## src/logic/hist_pkg.sv

```systemverilog
`default_nettype none

package hist_pkg;

    // time code width from the tdc front end
    localparam int TIME_W = 8;

    // coarse bin taken from the top bits of the time code
    localparam int BIN_W   = 4;
    localparam int BIN_NUM = 2 ** BIN_W;

    // pixels handled per frame
    localparam int PIXEL_NUM = 4;
    localparam int PIXEL_W   = 2;

    // hits per pixel inside one acquisition, innermost loop
    localparam int HITS_PER_PIXEL = 2;
    localparam int HIT_W          = 1;

    // acquisitions per frame, outer loop
    localparam int ACQ_NUM = 16;
    localparam int ACQ_W   = 4;

    // bin counter width, must hold HITS_PER_PIXEL * ACQ_NUM
    localparam int COUNT_W = 6;

    // hits in one complete frame
    localparam int FRAME_HITS = HITS_PER_PIXEL * PIXEL_NUM * ACQ_NUM;

    // one bank holds every bin of every pixel
    localparam int ENTRY_NUM = PIXEL_NUM * BIN_NUM;
    // entry address is {pixel, bin}
    localparam int ADDR_W    = PIXEL_W + BIN_W;

    // terminal values of the loop counters
    localparam logic [HIT_W-1:0]   HIT_LAST   = HIT_W'(HITS_PER_PIXEL - 1);
    localparam logic [PIXEL_W-1:0] PIXEL_LAST = PIXEL_W'(PIXEL_NUM - 1);
    localparam logic [ACQ_W-1:0]   ACQ_LAST   = ACQ_W'(ACQ_NUM - 1);
    localparam logic [BIN_W-1:0]   BIN_LAST   = BIN_W'(BIN_NUM - 1);

endpackage

`default_nettype wire

```

## src/logic/hist_rd_if.sv

```systemverilog
`timescale 1ns/1ns
`default_nettype none

interface hist_rd_if;

    // finished bank waiting for the scan
    logic                         bank_ready;
    // read strobe and entry address from the scanner
    logic                         rd;
    logic [hist_pkg::PIXEL_W-1:0] rd_pixel;
    logic [hist_pkg::BIN_W-1:0]   rd_bin;
    // combinational count of the addressed entry
    logic [hist_pkg::COUNT_W-1:0] rd_count;
    // pulse after the last read, frees the bank
    logic                         bank_release;

    // histogram memory side
    modport buffer (
        output bank_ready,
        output rd_count,
        input  rd,
        input  rd_pixel,
        input  rd_bin,
        input  bank_release
    );

    // peak search side
    modport consumer (
        input  bank_ready,
        input  rd_count,
        output rd,
        output rd_pixel,
        output rd_bin,
        output bank_release
    );

endinterface

`default_nettype wire

```

## src/logic/hist_wr_if.sv

```systemverilog
`timescale 1ns/1ns
`default_nettype none

interface hist_wr_if;

    // one increment per cycle with wr high
    logic                         wr;
    // target entry of the increment
    logic [hist_pkg::PIXEL_W-1:0] pixel;
    logic [hist_pkg::BIN_W-1:0]   bin;
    // last increment of the frame, bank swaps on the same edge
    logic                         frame_last;

    // sequencer side
    modport producer (
        output wr,
        output pixel,
        output bin,
        output frame_last
    );

    // histogram memory side
    modport buffer (
        input wr,
        input pixel,
        input bin,
        input frame_last
    );

endinterface

`default_nettype wire

```

## src/logic/hist_bank_ram.sv

```systemverilog
`timescale 1ns/1ns
`default_nettype none

module hist_bank_ram (
    input  logic      clk,
    input  logic      combin_res,
    hist_wr_if.buffer wr_port,
    hist_rd_if.buffer rd_port
);

    // two banks of counts, entry index is {pixel, bin}
    logic [hist_pkg::COUNT_W-1:0] mem [2][hist_pkg::ENTRY_NUM];

    // bank currently collecting hits, the other one belongs to the scan
    logic                        fill_sel;
    logic                        scan_sel;

    logic [hist_pkg::ADDR_W-1:0] wr_addr;
    logic [hist_pkg::ADDR_W-1:0] rd_addr;

    // frame closes with this increment
    logic                        swap;

    assign scan_sel = ~fill_sel;
    assign wr_addr  = {wr_port.pixel, wr_port.bin};
    assign rd_addr  = {rd_port.rd_pixel, rd_port.rd_bin};
    assign swap     = wr_port.wr && wr_port.frame_last;

    // read port always looks at the finished bank
    assign rd_port.rd_count = mem[scan_sel][rd_addr];

    // count storage
    always_ff @(posedge clk or negedge combin_res) begin
        if (!combin_res) begin
            // both banks start empty, a partial frame is dropped
            for (int b = 0; b < 2; b++) begin
                for (int e = 0; e < hist_pkg::ENTRY_NUM; e++) begin
                    mem[b][e] <= '0;
                end
            end
        end else begin
            // increment in the fill bank, still the old one on a swap edge
            if (wr_port.wr) begin
                mem[fill_sel][wr_addr] <= mem[fill_sel][wr_addr] + 1'b1;
            end
            // clear on read, so a released bank is empty again
            // no collision with the write, the banks differ
            if (rd_port.rd) begin
                mem[scan_sel][rd_addr] <= '0;
            end
        end
    end

    // bank select and hand-off level
    always_ff @(posedge clk or negedge combin_res) begin
        if (!combin_res) begin
            fill_sel           <= 1'b0;
            rd_port.bank_ready <= 1'b0;
        end else begin
            if (swap) begin
                fill_sel <= ~fill_sel;
            end
            // set at the swap, dropped by the release pulse
            if (swap) begin
                rd_port.bank_ready <= 1'b1;
            end else if (rd_port.bank_release) begin
                rd_port.bank_ready <= 1'b0;
            end
        end
    end

    // scan only reads a bank that was handed over
    a_rd_while_ready: assert property (
        @(posedge clk) disable iff (!combin_res)
        rd_port.rd |-> rd_port.bank_ready
    );

    // previous bank must be released before the next frame closes
    a_no_swap_busy: assert property (
        @(posedge clk) disable iff (!combin_res)
        swap |-> !rd_port.bank_ready
    );

    // counter headroom, a full count must never be incremented
    a_no_count_wrap: assert property (
        @(posedge clk) disable iff (!combin_res)
        wr_port.wr |-> (mem[fill_sel][wr_addr] != '1)
    );

endmodule

`default_nettype wire

```

## src/logic/hist_peak_top.sv

```systemverilog
`timescale 1ns/1ns
`default_nettype none

module hist_peak_top (
    input  logic                         clk,
    input  logic                         combin_res,
    // photon strobe and its time code
    input  logic                         hit,
    input  logic [hist_pkg::TIME_W-1:0]  hit_time,
    // per-pixel peak report
    output logic                         peak_valid,
    output logic [hist_pkg::PIXEL_W-1:0] peak_pixel,
    output logic [hist_pkg::BIN_W-1:0]   peak_bin,
    output logic [hist_pkg::COUNT_W-1:0] peak_count,
    output logic                         frame_done
);

    // increment requests, sequencer to memory
    hist_wr_if wr_bus ();
    // bank hand-off and bin reads, memory to peak search
    hist_rd_if rd_bus ();

    // hit order tracking and binning
    hit_sequencer hit_sequencer_inst (
        .clk        (clk),
        .combin_res (combin_res),
        .hit        (hit),
        .hit_time   (hit_time),
        .wr_port    (wr_bus.producer)
    );

    // ping-pong histogram storage
    hist_bank_ram hist_bank_ram_inst (
        .clk        (clk),
        .combin_res (combin_res),
        .wr_port    (wr_bus.buffer),
        .rd_port    (rd_bus.buffer)
    );

    // scan of the finished bank
    peak_finder peak_finder_inst (
        .clk        (clk),
        .combin_res (combin_res),
        .rd_port    (rd_bus.consumer),
        .peak_valid (peak_valid),
        .peak_pixel (peak_pixel),
        .peak_bin   (peak_bin),
        .peak_count (peak_count),
        .frame_done (frame_done)
    );

endmodule

`default_nettype wire

```

## src/logic/hit_sequencer.sv

```systemverilog
`timescale 1ns/1ns
`default_nettype none

module hit_sequencer (
    input  logic                        clk,
    input  logic                        combin_res,
    input  logic                        hit,
    input  logic [hist_pkg::TIME_W-1:0] hit_time,
    hist_wr_if.producer                 wr_port
);

    // nested position of the current hit within the frame
    logic [hist_pkg::HIT_W-1:0]   hit_cnt;
    logic [hist_pkg::PIXEL_W-1:0] pixel_cnt;
    logic [hist_pkg::ACQ_W-1:0]   acq_cnt;

    // wrap conditions, each one implies the inner ones
    logic hit_wrap;
    logic pixel_wrap;
    logic acq_wrap;

    assign hit_wrap   = (hit_cnt == hist_pkg::HIT_LAST);
    assign pixel_wrap = hit_wrap && (pixel_cnt == hist_pkg::PIXEL_LAST);
    // last hit of last pixel of last acquisition
    assign acq_wrap   = pixel_wrap && (acq_cnt == hist_pkg::ACQ_LAST);

    // loop counters only move on a hit strobe
    always_ff @(posedge clk or negedge combin_res) begin
        if (!combin_res) begin
            hit_cnt   <= '0;
            pixel_cnt <= '0;
            acq_cnt   <= '0;
        end else if (hit) begin
            if (hit_wrap) begin
                hit_cnt <= '0;
            end else begin
                hit_cnt <= hit_cnt + 1'b1;
            end
            // pixel advances after its last hit
            if (hit_wrap) begin
                if (pixel_cnt == hist_pkg::PIXEL_LAST) begin
                    pixel_cnt <= '0;
                end else begin
                    pixel_cnt <= pixel_cnt + 1'b1;
                end
            end
            // acquisition advances after the last pixel
            if (pixel_wrap) begin
                if (acq_wrap) begin
                    acq_cnt <= '0;
                end else begin
                    acq_cnt <= acq_cnt + 1'b1;
                end
            end
        end
    end

    // request strobes, one cycle behind the hit
    always_ff @(posedge clk or negedge combin_res) begin
        if (!combin_res) begin
            wr_port.wr         <= 1'b0;
            wr_port.frame_last <= 1'b0;
        end else begin
            wr_port.wr         <= hit;
            wr_port.frame_last <= hit && acq_wrap;
        end
    end

    // request address, hit_time ignored without a strobe
    always_ff @(posedge clk) begin
        if (hit) begin
            wr_port.pixel <= pixel_cnt;
            wr_port.bin   <= hit_time[hist_pkg::TIME_W-1 -: hist_pkg::BIN_W];
        end
    end

    // frame close request rides on an increment of the last pixel
    a_last_on_last_pixel: assert property (
        @(posedge clk) disable iff (!combin_res)
        wr_port.frame_last |-> wr_port.wr && (wr_port.pixel == hist_pkg::PIXEL_LAST)
    );

endmodule

`default_nettype wire

```

## src/logic/peak_finder.sv

```systemverilog
`timescale 1ns/1ns
`default_nettype none

module peak_finder (
    input  logic                         clk,
    input  logic                         combin_res,
    hist_rd_if.consumer                  rd_port,
    output logic                         peak_valid,
    output logic [hist_pkg::PIXEL_W-1:0] peak_pixel,
    output logic [hist_pkg::BIN_W-1:0]   peak_bin,
    output logic [hist_pkg::COUNT_W-1:0] peak_count,
    output logic                         frame_done
);

    // scan position, bins inner, pixels outer
    logic [hist_pkg::PIXEL_W-1:0] scan_pixel;
    logic [hist_pkg::BIN_W-1:0]   scan_bin;
    // all entries read, waiting for the bank to drop
    logic                         scan_done;
    logic                         bin_last;
    logic                         last_read;
    // last bin of a pixel was read on the previous edge
    logic                         pixel_end;

    // running maximum and the bin it came from
    logic [hist_pkg::COUNT_W-1:0] run_max;
    logic [hist_pkg::BIN_W-1:0]   run_bin;
    // pixel whose scan just ended
    logic [hist_pkg::PIXEL_W-1:0] end_pixel;

    // one read per cycle while a bank is pending
    assign rd_port.rd       = rd_port.bank_ready && !scan_done;
    assign rd_port.rd_pixel = scan_pixel;
    assign rd_port.rd_bin   = scan_bin;
    // release together with the frame-done pulse
    assign rd_port.bank_release = frame_done;

    assign bin_last  = (scan_bin == hist_pkg::BIN_LAST);
    assign last_read = rd_port.rd && bin_last && (scan_pixel == hist_pkg::PIXEL_LAST);

    // scan counter and report strobes
    always_ff @(posedge clk or negedge combin_res) begin
        if (!combin_res) begin
            scan_pixel <= '0;
            scan_bin   <= '0;
            scan_done  <= 1'b0;
            pixel_end  <= 1'b0;
            peak_valid <= 1'b0;
            frame_done <= 1'b0;
        end else begin
            if (rd_port.rd) begin
                if (bin_last) begin
                    scan_bin <= '0;
                end else begin
                    scan_bin <= scan_bin + 1'b1;
                end
                if (bin_last) begin
                    if (scan_pixel == hist_pkg::PIXEL_LAST) begin
                        scan_pixel <= '0;
                    end else begin
                        scan_pixel <= scan_pixel + 1'b1;
                    end
                end
            end
            // hold off reads until bank_ready falls
            if (last_read) begin
                scan_done <= 1'b1;
            end else if (frame_done) begin
                scan_done <= 1'b0;
            end
            pixel_end  <= rd_port.rd && bin_last;
            peak_valid <= pixel_end;
            // one cycle after the last pixel's report
            frame_done <= peak_valid && (peak_pixel == hist_pkg::PIXEL_LAST);
        end
    end

    // max tracking and result registers
    always_ff @(posedge clk) begin
        if (rd_port.rd) begin
            // bin 0 restarts the search, strictly greater keeps the lowest bin on ties
            if ((scan_bin == '0) || (rd_port.rd_count > run_max)) begin
                run_max <= rd_port.rd_count;
                run_bin <= scan_bin;
            end
            if (bin_last) begin
                end_pixel <= scan_pixel;
            end
        end
        // run_* already include the last bin here
        if (pixel_end) begin
            peak_pixel <= end_pixel;
            peak_bin   <= run_bin;
            peak_count <= run_max;
        end
    end

    // reports are strobes, never levels
    a_peak_pulse: assert property (
        @(posedge clk) disable iff (!combin_res)
        peak_valid |=> !peak_valid
    );

    a_done_pulse: assert property (
        @(posedge clk) disable iff (!combin_res)
        frame_done |=> !frame_done
    );

endmodule

`default_nettype wire

```

## config.mk

```make
export PLATFORM = sky130hd
export DESIGN_NAME = hist_peak_top
export DESIGN_NICKNAME = d
export VERILOG_FILES = /design/src/logic/hist_pkg.sv /design/src/logic/hist_rd_if.sv /design/src/logic/hist_wr_if.sv /design/src/logic/hist_bank_ram.sv /design/src/logic/hist_peak_top.sv /design/src/logic/hit_sequencer.sv /design/src/logic/peak_finder.sv
export SDC_FILE = /design/constraint.sdc
export NUM_CORES = 2
export LEC_CHECK = 0
export ABC_AREA = 0
export CAP_MARGIN = 20
export CORE_MARGIN = 4
export CORE_UTILIZATION = 45
export CTS_CLUSTER_DIAMETER = 120
export DETAILED_ROUTE_END_ITERATION = 10
export DONT_BUFFER_PORTS = 1
export MAX_ROUTING_LAYER = met4
export SYNTH_ARGS = -nofsm -noshare
export SYNTH_HDL_FRONTEND = slang
export SYNTH_HIERARCHICAL = 1
export SYNTH_SLANG_ARGS = --single-unit
```

## constraint.sdc

```tcl
create_clock -name clk -period 6.3 [get_ports clk]
set_clock_uncertainty 0.05 [all_clocks]
set_input_delay 0.63 -clock clk [delete_from_list [all_inputs] [get_ports clk]]
set_output_delay 0.63 -clock clk [all_outputs]
set_load 0.05 [all_outputs]
```

**Yosys cells after proc, flatten, opt, wreduce, memory -nomap -nowiden**

Cells that the tools add are included.

- Equality and inequality tests: 5
- $add $sub $neg: 6
- Magnitude comparators: 9
- Reduce and logical (&&, ||, !) cells: 21
- $mul: 0
- Shifts and indexed selects: 0
- Multiplexer cells: 31
- Divide/modulo/power cells: 0
- Bitwise logic cells: 7

Operator list:

| kind | count |
|---|---|
| 2-to-1 mux 384 bit | 8 |
| 2-to-1 mux 768 bit | 2 |
| bitwise AND 768 bit | 1 |
| bitwise mux 768 bit | 1 |
| demux 384 bit (select 1 bit) | 2 |
| NOT 768 bit | 1 |
| binary-select mux 6 bit (select 6 bit) | 2 |
| demux 6 bit (select 6 bit) | 2 |
| 2-to-1 mux 6 bit | 6 |
| greater-or-equal comparator 7 bit (second input constant) | 2 |
| < comparator 7 x 1 -> 1 bit (second input constant) | 2 |
| NOT 6 -> 7 bit | 2 |
| logical AND 1 bit | 12 |
| adder 4 x 1 -> 4 bit (second input constant) | 2 |
| equality test 4 bit (second input constant) | 2 |
| 2-to-1 mux 4 bit | 2 |
| AND reduction 2 bit | 4 |
| adder 6 x 1 -> 6 bit (second input constant) | 1 |
| equality test 2 bit (second input constant) | 3 |
| > comparator 6 bit | 1 |
| adder 2 x 1 -> 2 bit (second input constant) | 2 |
| greater-or-equal comparator 2 bit (second input constant) | 2 |
| logical NOT 4 bit | 1 |
| < comparator 2 x 1 -> 1 bit (second input constant) | 2 |
| other kinds (8) | 14 |

- Output and inout port bits: 14
- Memories kept: 0
- Bits in latches: 0
- Register bits after elaboration: 819
- Bits in read-only memories: 0
- Input port bits: 11
- Memory bits (writable): 0
- Logic and storage cells: 228

**Logic depth before layout (Yosys ltp)**

- Depth after elaboration: 12
- Mapped depth: 23
- Gate-level depth less buffers: 13

**Modules after synthesis**

The synthesis kept the hierarchy.

By module, submodules not included:

| module | area each (µm²) | cells each | instances | sequential area each (µm²) |
|---|---|---|---|---|
| hist_bank_ram | 44756.7 | 4861 | 1 | 19268.5 |
| peak_finder | 1348.8 | 82 | 1 | 970.9 |
| hit_sequencer | 559.3 | 36 | 1 | 405.4 |

**Least setup slack after synthesis**

No wires, ideal clock.

- Path type: register -> register
- From: register hist_bank_ram_inst.fill_sel
- To: register peak_finder_inst/run_bin[0] (netlist name) (enable)
- Data required time: 5867 ps
- Period minus slack after synthesis: 4637 ps
- Library setup time: 383 ps
- Cell stages (with the launch flop): 22
- Arrival time: 4204 ps
- Path buffers: 11
- Path slack: 1663 ps
- Cell sequence: dfrtp_1 buf_6 buf_12 buf_12 buf_6 buf_8 buf_6 buf_6 buf_6 buf_2 buf_4 buf_4 mux2i_1 o22ai_1 a211oi_1 nand2_1 a221oi_1 o21ai_0 ha_1 nand4_1 o21bai_1 a31oi_1

- Word-level cells in the longest chain between the ends: 11

RTL lines:

| what | RTL line | text |
|---|---|---|
| start: declaration | hist_bank_ram.sv:15 | `logic fill_sel;` |
| start signal: assignment | hist_bank_ram.sv:61 | `fill_sel <= ~fill_sel;` |
| NOT 1 bit | hist_bank_ram.sv:24 | `assign scan_sel = ~fill_sel;` |
| NOT 1 -> 2 bit (not written as such) | hist_bank_ram.sv:30 | `assign rd_port.rd_count = mem[scan_sel][rd_addr];` |
| 2-to-1 mux 384 bit (not written as such) (3 in series) | hist_bank_ram.sv:30 |  |
| binary-select mux 6 bit (select 6 bit) | hist_bank_ram.sv:30 |  |
| 2-to-1 mux 6 bit (not written as such) (2 in series) | hist_bank_ram.sv:30 |  |
| via rd_bus.rd_count, one bit | hist_rd_if.sv:13 | `logic [hist_pkg::COUNT_W-1:0] rd_count;` |
| > comparator 6 bit | peak_finder.sv:82 | `if ((scan_bin == '0) \|\| (rd_port.rd_count > run_max)) begin` |
| logical OR 1 bit | peak_finder.sv:82 |  |
| AND reduction 2 bit (no source line) | - |  |
| end signal: assignment | peak_finder.sv:84 | `run_bin <= scan_bin;` |
| end: declaration | peak_finder.sv:27 | `logic [hist_pkg::BIN_W-1:0] run_bin;` |

The timed path passes the listed nets, and every way through them passes these cells. The select of a mux whose other input is x is not followed.
A chain may end at the register's enable or synchronous reset.

**Worst setup path after layout**

- From: register hist_bank_ram_inst.fill_sel
- To: register hist_bank_ram_inst/mem[730] (netlist name)

- Word-level cells in the longest chain between the ends: 12
- Elaborated cells between the ends (all ways): 25
- Those cells by class: 1 x add/sub; 4 x order compare; 13 x mux; 5 x bitwise; 2 x reduce/logical

RTL lines:

| what | RTL line | text |
|---|---|---|
| NOT 1 -> 2 bit (not written as such) | hist_bank_ram.sv:44 | `mem[fill_sel][wr_addr] <= mem[fill_sel][wr_addr] + 1'b1;` |
| 2-to-1 mux 384 bit (not written as such) (3 in series) | hist_bank_ram.sv:44 |  |
| binary-select mux 6 bit (select 6 bit) | hist_bank_ram.sv:44 |  |
| 2-to-1 mux 6 bit (not written as such) (2 in series) | hist_bank_ram.sv:44 |  |
| adder 6 x 1 -> 6 bit | hist_bank_ram.sv:44 |  |
| bitwise mux 768 bit | hist_bank_ram.sv:44 |  |
| 2-to-1 mux 768 bit | hist_bank_ram.sv:43 | `if (wr_port.wr) begin` |
| bitwise AND 768 bit (no source line) | - |  |
| 2-to-1 mux 768 bit (*) | hist_bank_ram.sv:48 | `if (rd_port.rd) begin` |
| end signal: indexed assignment | hist_bank_ram.sv:44 |  |
| end: declaration | hist_bank_ram.sv:12 | `logic [hist_pkg::COUNT_W-1:0] mem [2][hist_pkg::ENTRY_NUM];` |

Every way passes the cells marked *; elsewhere a longest branch is shown, timed or not. The select of a mux whose other input is x is not followed.

==> results.py <==
metrics = {
    "timing": {
        "setup-violations-final": 0,
        "hold_violations": 15,
        "finalWorstSetupSlack_ns": 0.766,
        "fmax_mhz": 181,
        "worst_slew_pin_slew_ns": 1.80,
        "grt_setup_unrepaired": "no",
        "whs_ns": -0.0398,
        "tns_ns": 0,
        "post-route-period-util": 0.878,
        "min_period_ns": 5.53,
        "drv_slew": 141,
        "slew_headroom": -0.203,
    },
    "grt": {
        "track_usage": 0.355,
        "grt_pass1_vias": 39435,
        "grt_pass1_wl_um": 275000,
        "grt_max_degree": 790,
        "antenna_found_initial": 8,
        "grt-ovfl-total": 0,
    },
    "status": {
        "status": "finished, violations left",
        "failed_checks": "hold timing, slew limit",
    },
    "synthesis": {
        "synth_cells": 4979,
        "synth_edf_count": 30,
        "synth_top_area_frac": 0.423,
        "synthTopCellsByArea": "dfrtp_1 (42%), nand2_1 (13%), mux4_2 (12%), a21oi_1 (7.2%), mux2i_1 (6.9%)",
        "synth-seq-cells": 819,
        "yosys_warnings": 6,
        "yosysTopAreaCell": "dfrtp_1",
        "synth-main-ff-cell": "dfrtp_1",
        "syn_area_um2": 46700,
        "yosysSeqAreaShare": 0.442,
        "synth_cell_types": 77,
        "synth-async-reset-ratio": 0.963,
        "synth_nets": 5002,
        "avgSynthCellArea_um2": 9.37,
    },
    "finish": {
        "fill_cells": 9489,
        "drive_gt1_frac": 0.146,
        "syn_to_final_growth_pct": 10.8,
        "final_common_cell": "nand2_1",
        "final_nets": 4990,
        "final_cell_mix": "nand2_1 (1,604), dfrtp_1 (784), a21oi_1 (667)",
        "final_area_um2": 51700,
    },
    "critical_path": {
        "critical_path_class": "reg2reg",
        "critPathRequiredTime_ns": 6.85,
        "end_kind": "flop",
        "crit_start": "hist_bank_ram_inst/fill_sel$_DFFE_PN0P_",
        "crit_fanout": 69,
        "start_kind": "flop",
        "arrival_ns": 6.08,
        "rr_startpoint": "hist_bank_ram_inst/fill_sel$_DFFE_PN0P_",
    },
    "clock_network": {
        "cts_resized": 0,
        "clk_path_buf_depth": 3,
        "cts.sinks": 819,
        "cts_max_level": 3,
        "cts_tree": "done",
        "clkLatencyLatePin_ns": 0.69,
        "cts_buffers": 94,
        "cts.clk_slew.worst_paths_ns": 0.06,
        "root_buffer": "clkbuf_16",
    },
    "floorplanning": {
        "dieWidth_um": 330,
        "fp.dieArea_um2": 109000,
        "initial_core_util": 0.456,
        "rows": 117,
        "io_pins": 25,
        "coreArea_um2": 102000,
        "die_h_um": 330,
    },
    "detailed_routing": {
        "vias": 41820,
        "viasPerCell": 6.52,
        "post_drt_wl_per_cell_um": 29.4,
        "dr.pass1.iters": 8,
        "drt_iter0_drc": 6269,
        "postRouteAntennaNets": 0,
        "drc_errors": 0,
        "wirelength_um": 189000,
    },
    "hold_path": {
        "hold_path.class": "in2async",
    },
    "power_and_ir_drop": {
        "vdd_drop_max_mv": 0.243,
        "cellPowerDensity_nw_per_um2": 291,
        "leakagePower_nw": 19.4,
        "power.total_mw": 15.0,
    },
    "place": {
        "placed_area_um2": 48300,
        "dp_hpwl_um": 125000,
        "port_buffers": 0,
        "gp_congestion": 1.00,
        "pre_cts_ws_ns": 1.18,
    },
    "run": {
        "cap_viol_max_count": 0,
    },
}
Yosys cell counts, types with 4 or more instances:
cell       instances
o41ai_1            7
nand3b_1           8
a22o_1            10
o22ai_1          143
o21ai_1           22
nor4_1            12
buf_4             40
xnor2_1            5
nor2_1           439
o221ai_1           7
nor3_1            20
a21oi_1          667
clkbuf_1         115
nand4_1            6
a211oi_1           6
buf_6             27
nor2b_1           18
o21ai_0           39
ha_1              12
or3_1              6
nand2_1         1605
nand2b_1           7
o31ai_1            7
nor3b_1            5
and2_1            10
a31oi_1            6
buf_12            13
a22oi_1            7
o21ai_2          100
and3_1             4
buf_2             74
a2111oi_0         12
inv_1             14
mux2_2            15
edfxtp_1          30
nand3_1           19
mux4_2           256
mux2i_1          323
dfrtp_1          789
buf_1             15
kinds of logic (layout without fill, tap and decap cells):
logic type                 count (synthesis)  after routing  share of synthesized area
other                                      0             12                          0
muxes                                    598            598                      0.198
and+or+nand+nor                         2178           2178                      0.183
buffers and inverters                    302            362                     0.0389
xor gates and xnor gates                   9              9                    0.00185
adders and majority gates                 12             12                    0.00322
DFF                                      819            819                      0.442
AOI/OAI and AO/OA                       1061           1061                      0.133
layer usage:
| metal | up-vias | track usage | share of wire | wire [um] |
|---|---|---|---|---|
| li1 | 17502 | - | - | - |
| met1 | 20742 | 0.465 | 0.38 | 71800 |
| met2 | 2826 | 0.476 | 0.41 | 77500 |
| met3 | 750 | 0.115 | 0.13 | 25300 |
| met4 | 0 | 0.215 | 0.075 | 14200 |
| met5 | - | - | 0 | 0 |
metrics by stage:
step | util | std cells
floorplan | - | 4979
global placement | 0.472 | 6227
detailed placement | 0.472 | 6227
CTS | 0.503 | 6400
global route | 0.505 | 6418
finish | 0.505 | 6419
final cells by class:
| type | instances | area, um2 | area share |
|---|---|---|---|
| inverter | 15 | 56.3 | 0.00109 |
| clock buffer | 142 | 2810 | 0.0542 |
| timing repair buffer | 179 | 1800 | 0.0349 |
| antenna | 12 | 30.0 | 0.000581 |
| sequential | 819 | 20700 | 0.400 |
| clock inverter | 26 | 318 | 0.00615 |
| multi-input combinational | 3858 | 24300 | 0.470 |
| tap | 1368 | 1710 | 0.0331 |
worst max-delay path, cell delays in order (launching register included):
cell and delay (ns):
dfrtp_4 0.94, buf_4 0.38, mux4_2 0.55, nor2b_1 0.15
o41ai_1 1.15, nand4_1 0.22, a311oi_2 0.37, inv_1 0.13
ha_4 0.19, o31ai_1 0.06, a31oi_1 0.14, xor2_4 0.30
buf_12 0.41, nand2_1 0.11, a21oi_1 0.14
flip-flops by register name, indices dropped and copies added, names as in the netlist, 2 cells and up:
name,count
hit_sequencer_inst/pixel_cnt,2
peak_finder_inst/peak_bin,4
hit_sequencer_inst/wr_port.pixel,2
hit_sequencer_inst/acq_cnt,4
hit_sequencer_inst/wr_port.bin,4
peak_finder_inst/peak_pixel,2
hist_bank_ram_inst/mem,768
peak_finder_inst/end_pixel,2
peak_finder_inst/rd_port.rd_bin,4
peak_finder_inst/peak_count,6
peak_finder_inst/run_bin,4
peak_finder_inst/rd_port.rd_pixel,2
peak_finder_inst/run_max,6
repair_timing:
item | 4_1_cts | 5_1_grt
buffers inserted | 0 | 0
hold endpoints to repair | 801 | 100
hold buffers | 5 | 2
power breakdown:
part | internal, mW | switching, mW
sequential | 5.83 | 0.520
combinational | 0.985 | 2.05
clock | 3.31 | 2.36
total | 10.1 | 4.93
final timing paths:
check / endpoint / slack (ns) / cells after the start
max: hist_bank_ram_inst/mem[730]$_DFF_PN0_ / 0.77 / 14
min: hist_bank_ram_inst/mem[519]$_DFF_PN0_ / -0.04 / 1
max reg2reg: hist_bank_ram_inst/mem[730]$_DFF_PN0_ / 0.77 / 14
min reg2reg: peak_finder_inst/peak_bin[2]$_DFFE_PP_ / 0.37 / 0
max in group asynchronous: hist_bank_ram_inst/mem[40]$_DFF_PN0_ / 4.24 / 2
min in group clk: hit_sequencer_inst/acq_cnt[2]$_DFFE_PN0P_ / 0.08 / 2
(Power assumes the default switching activity.)
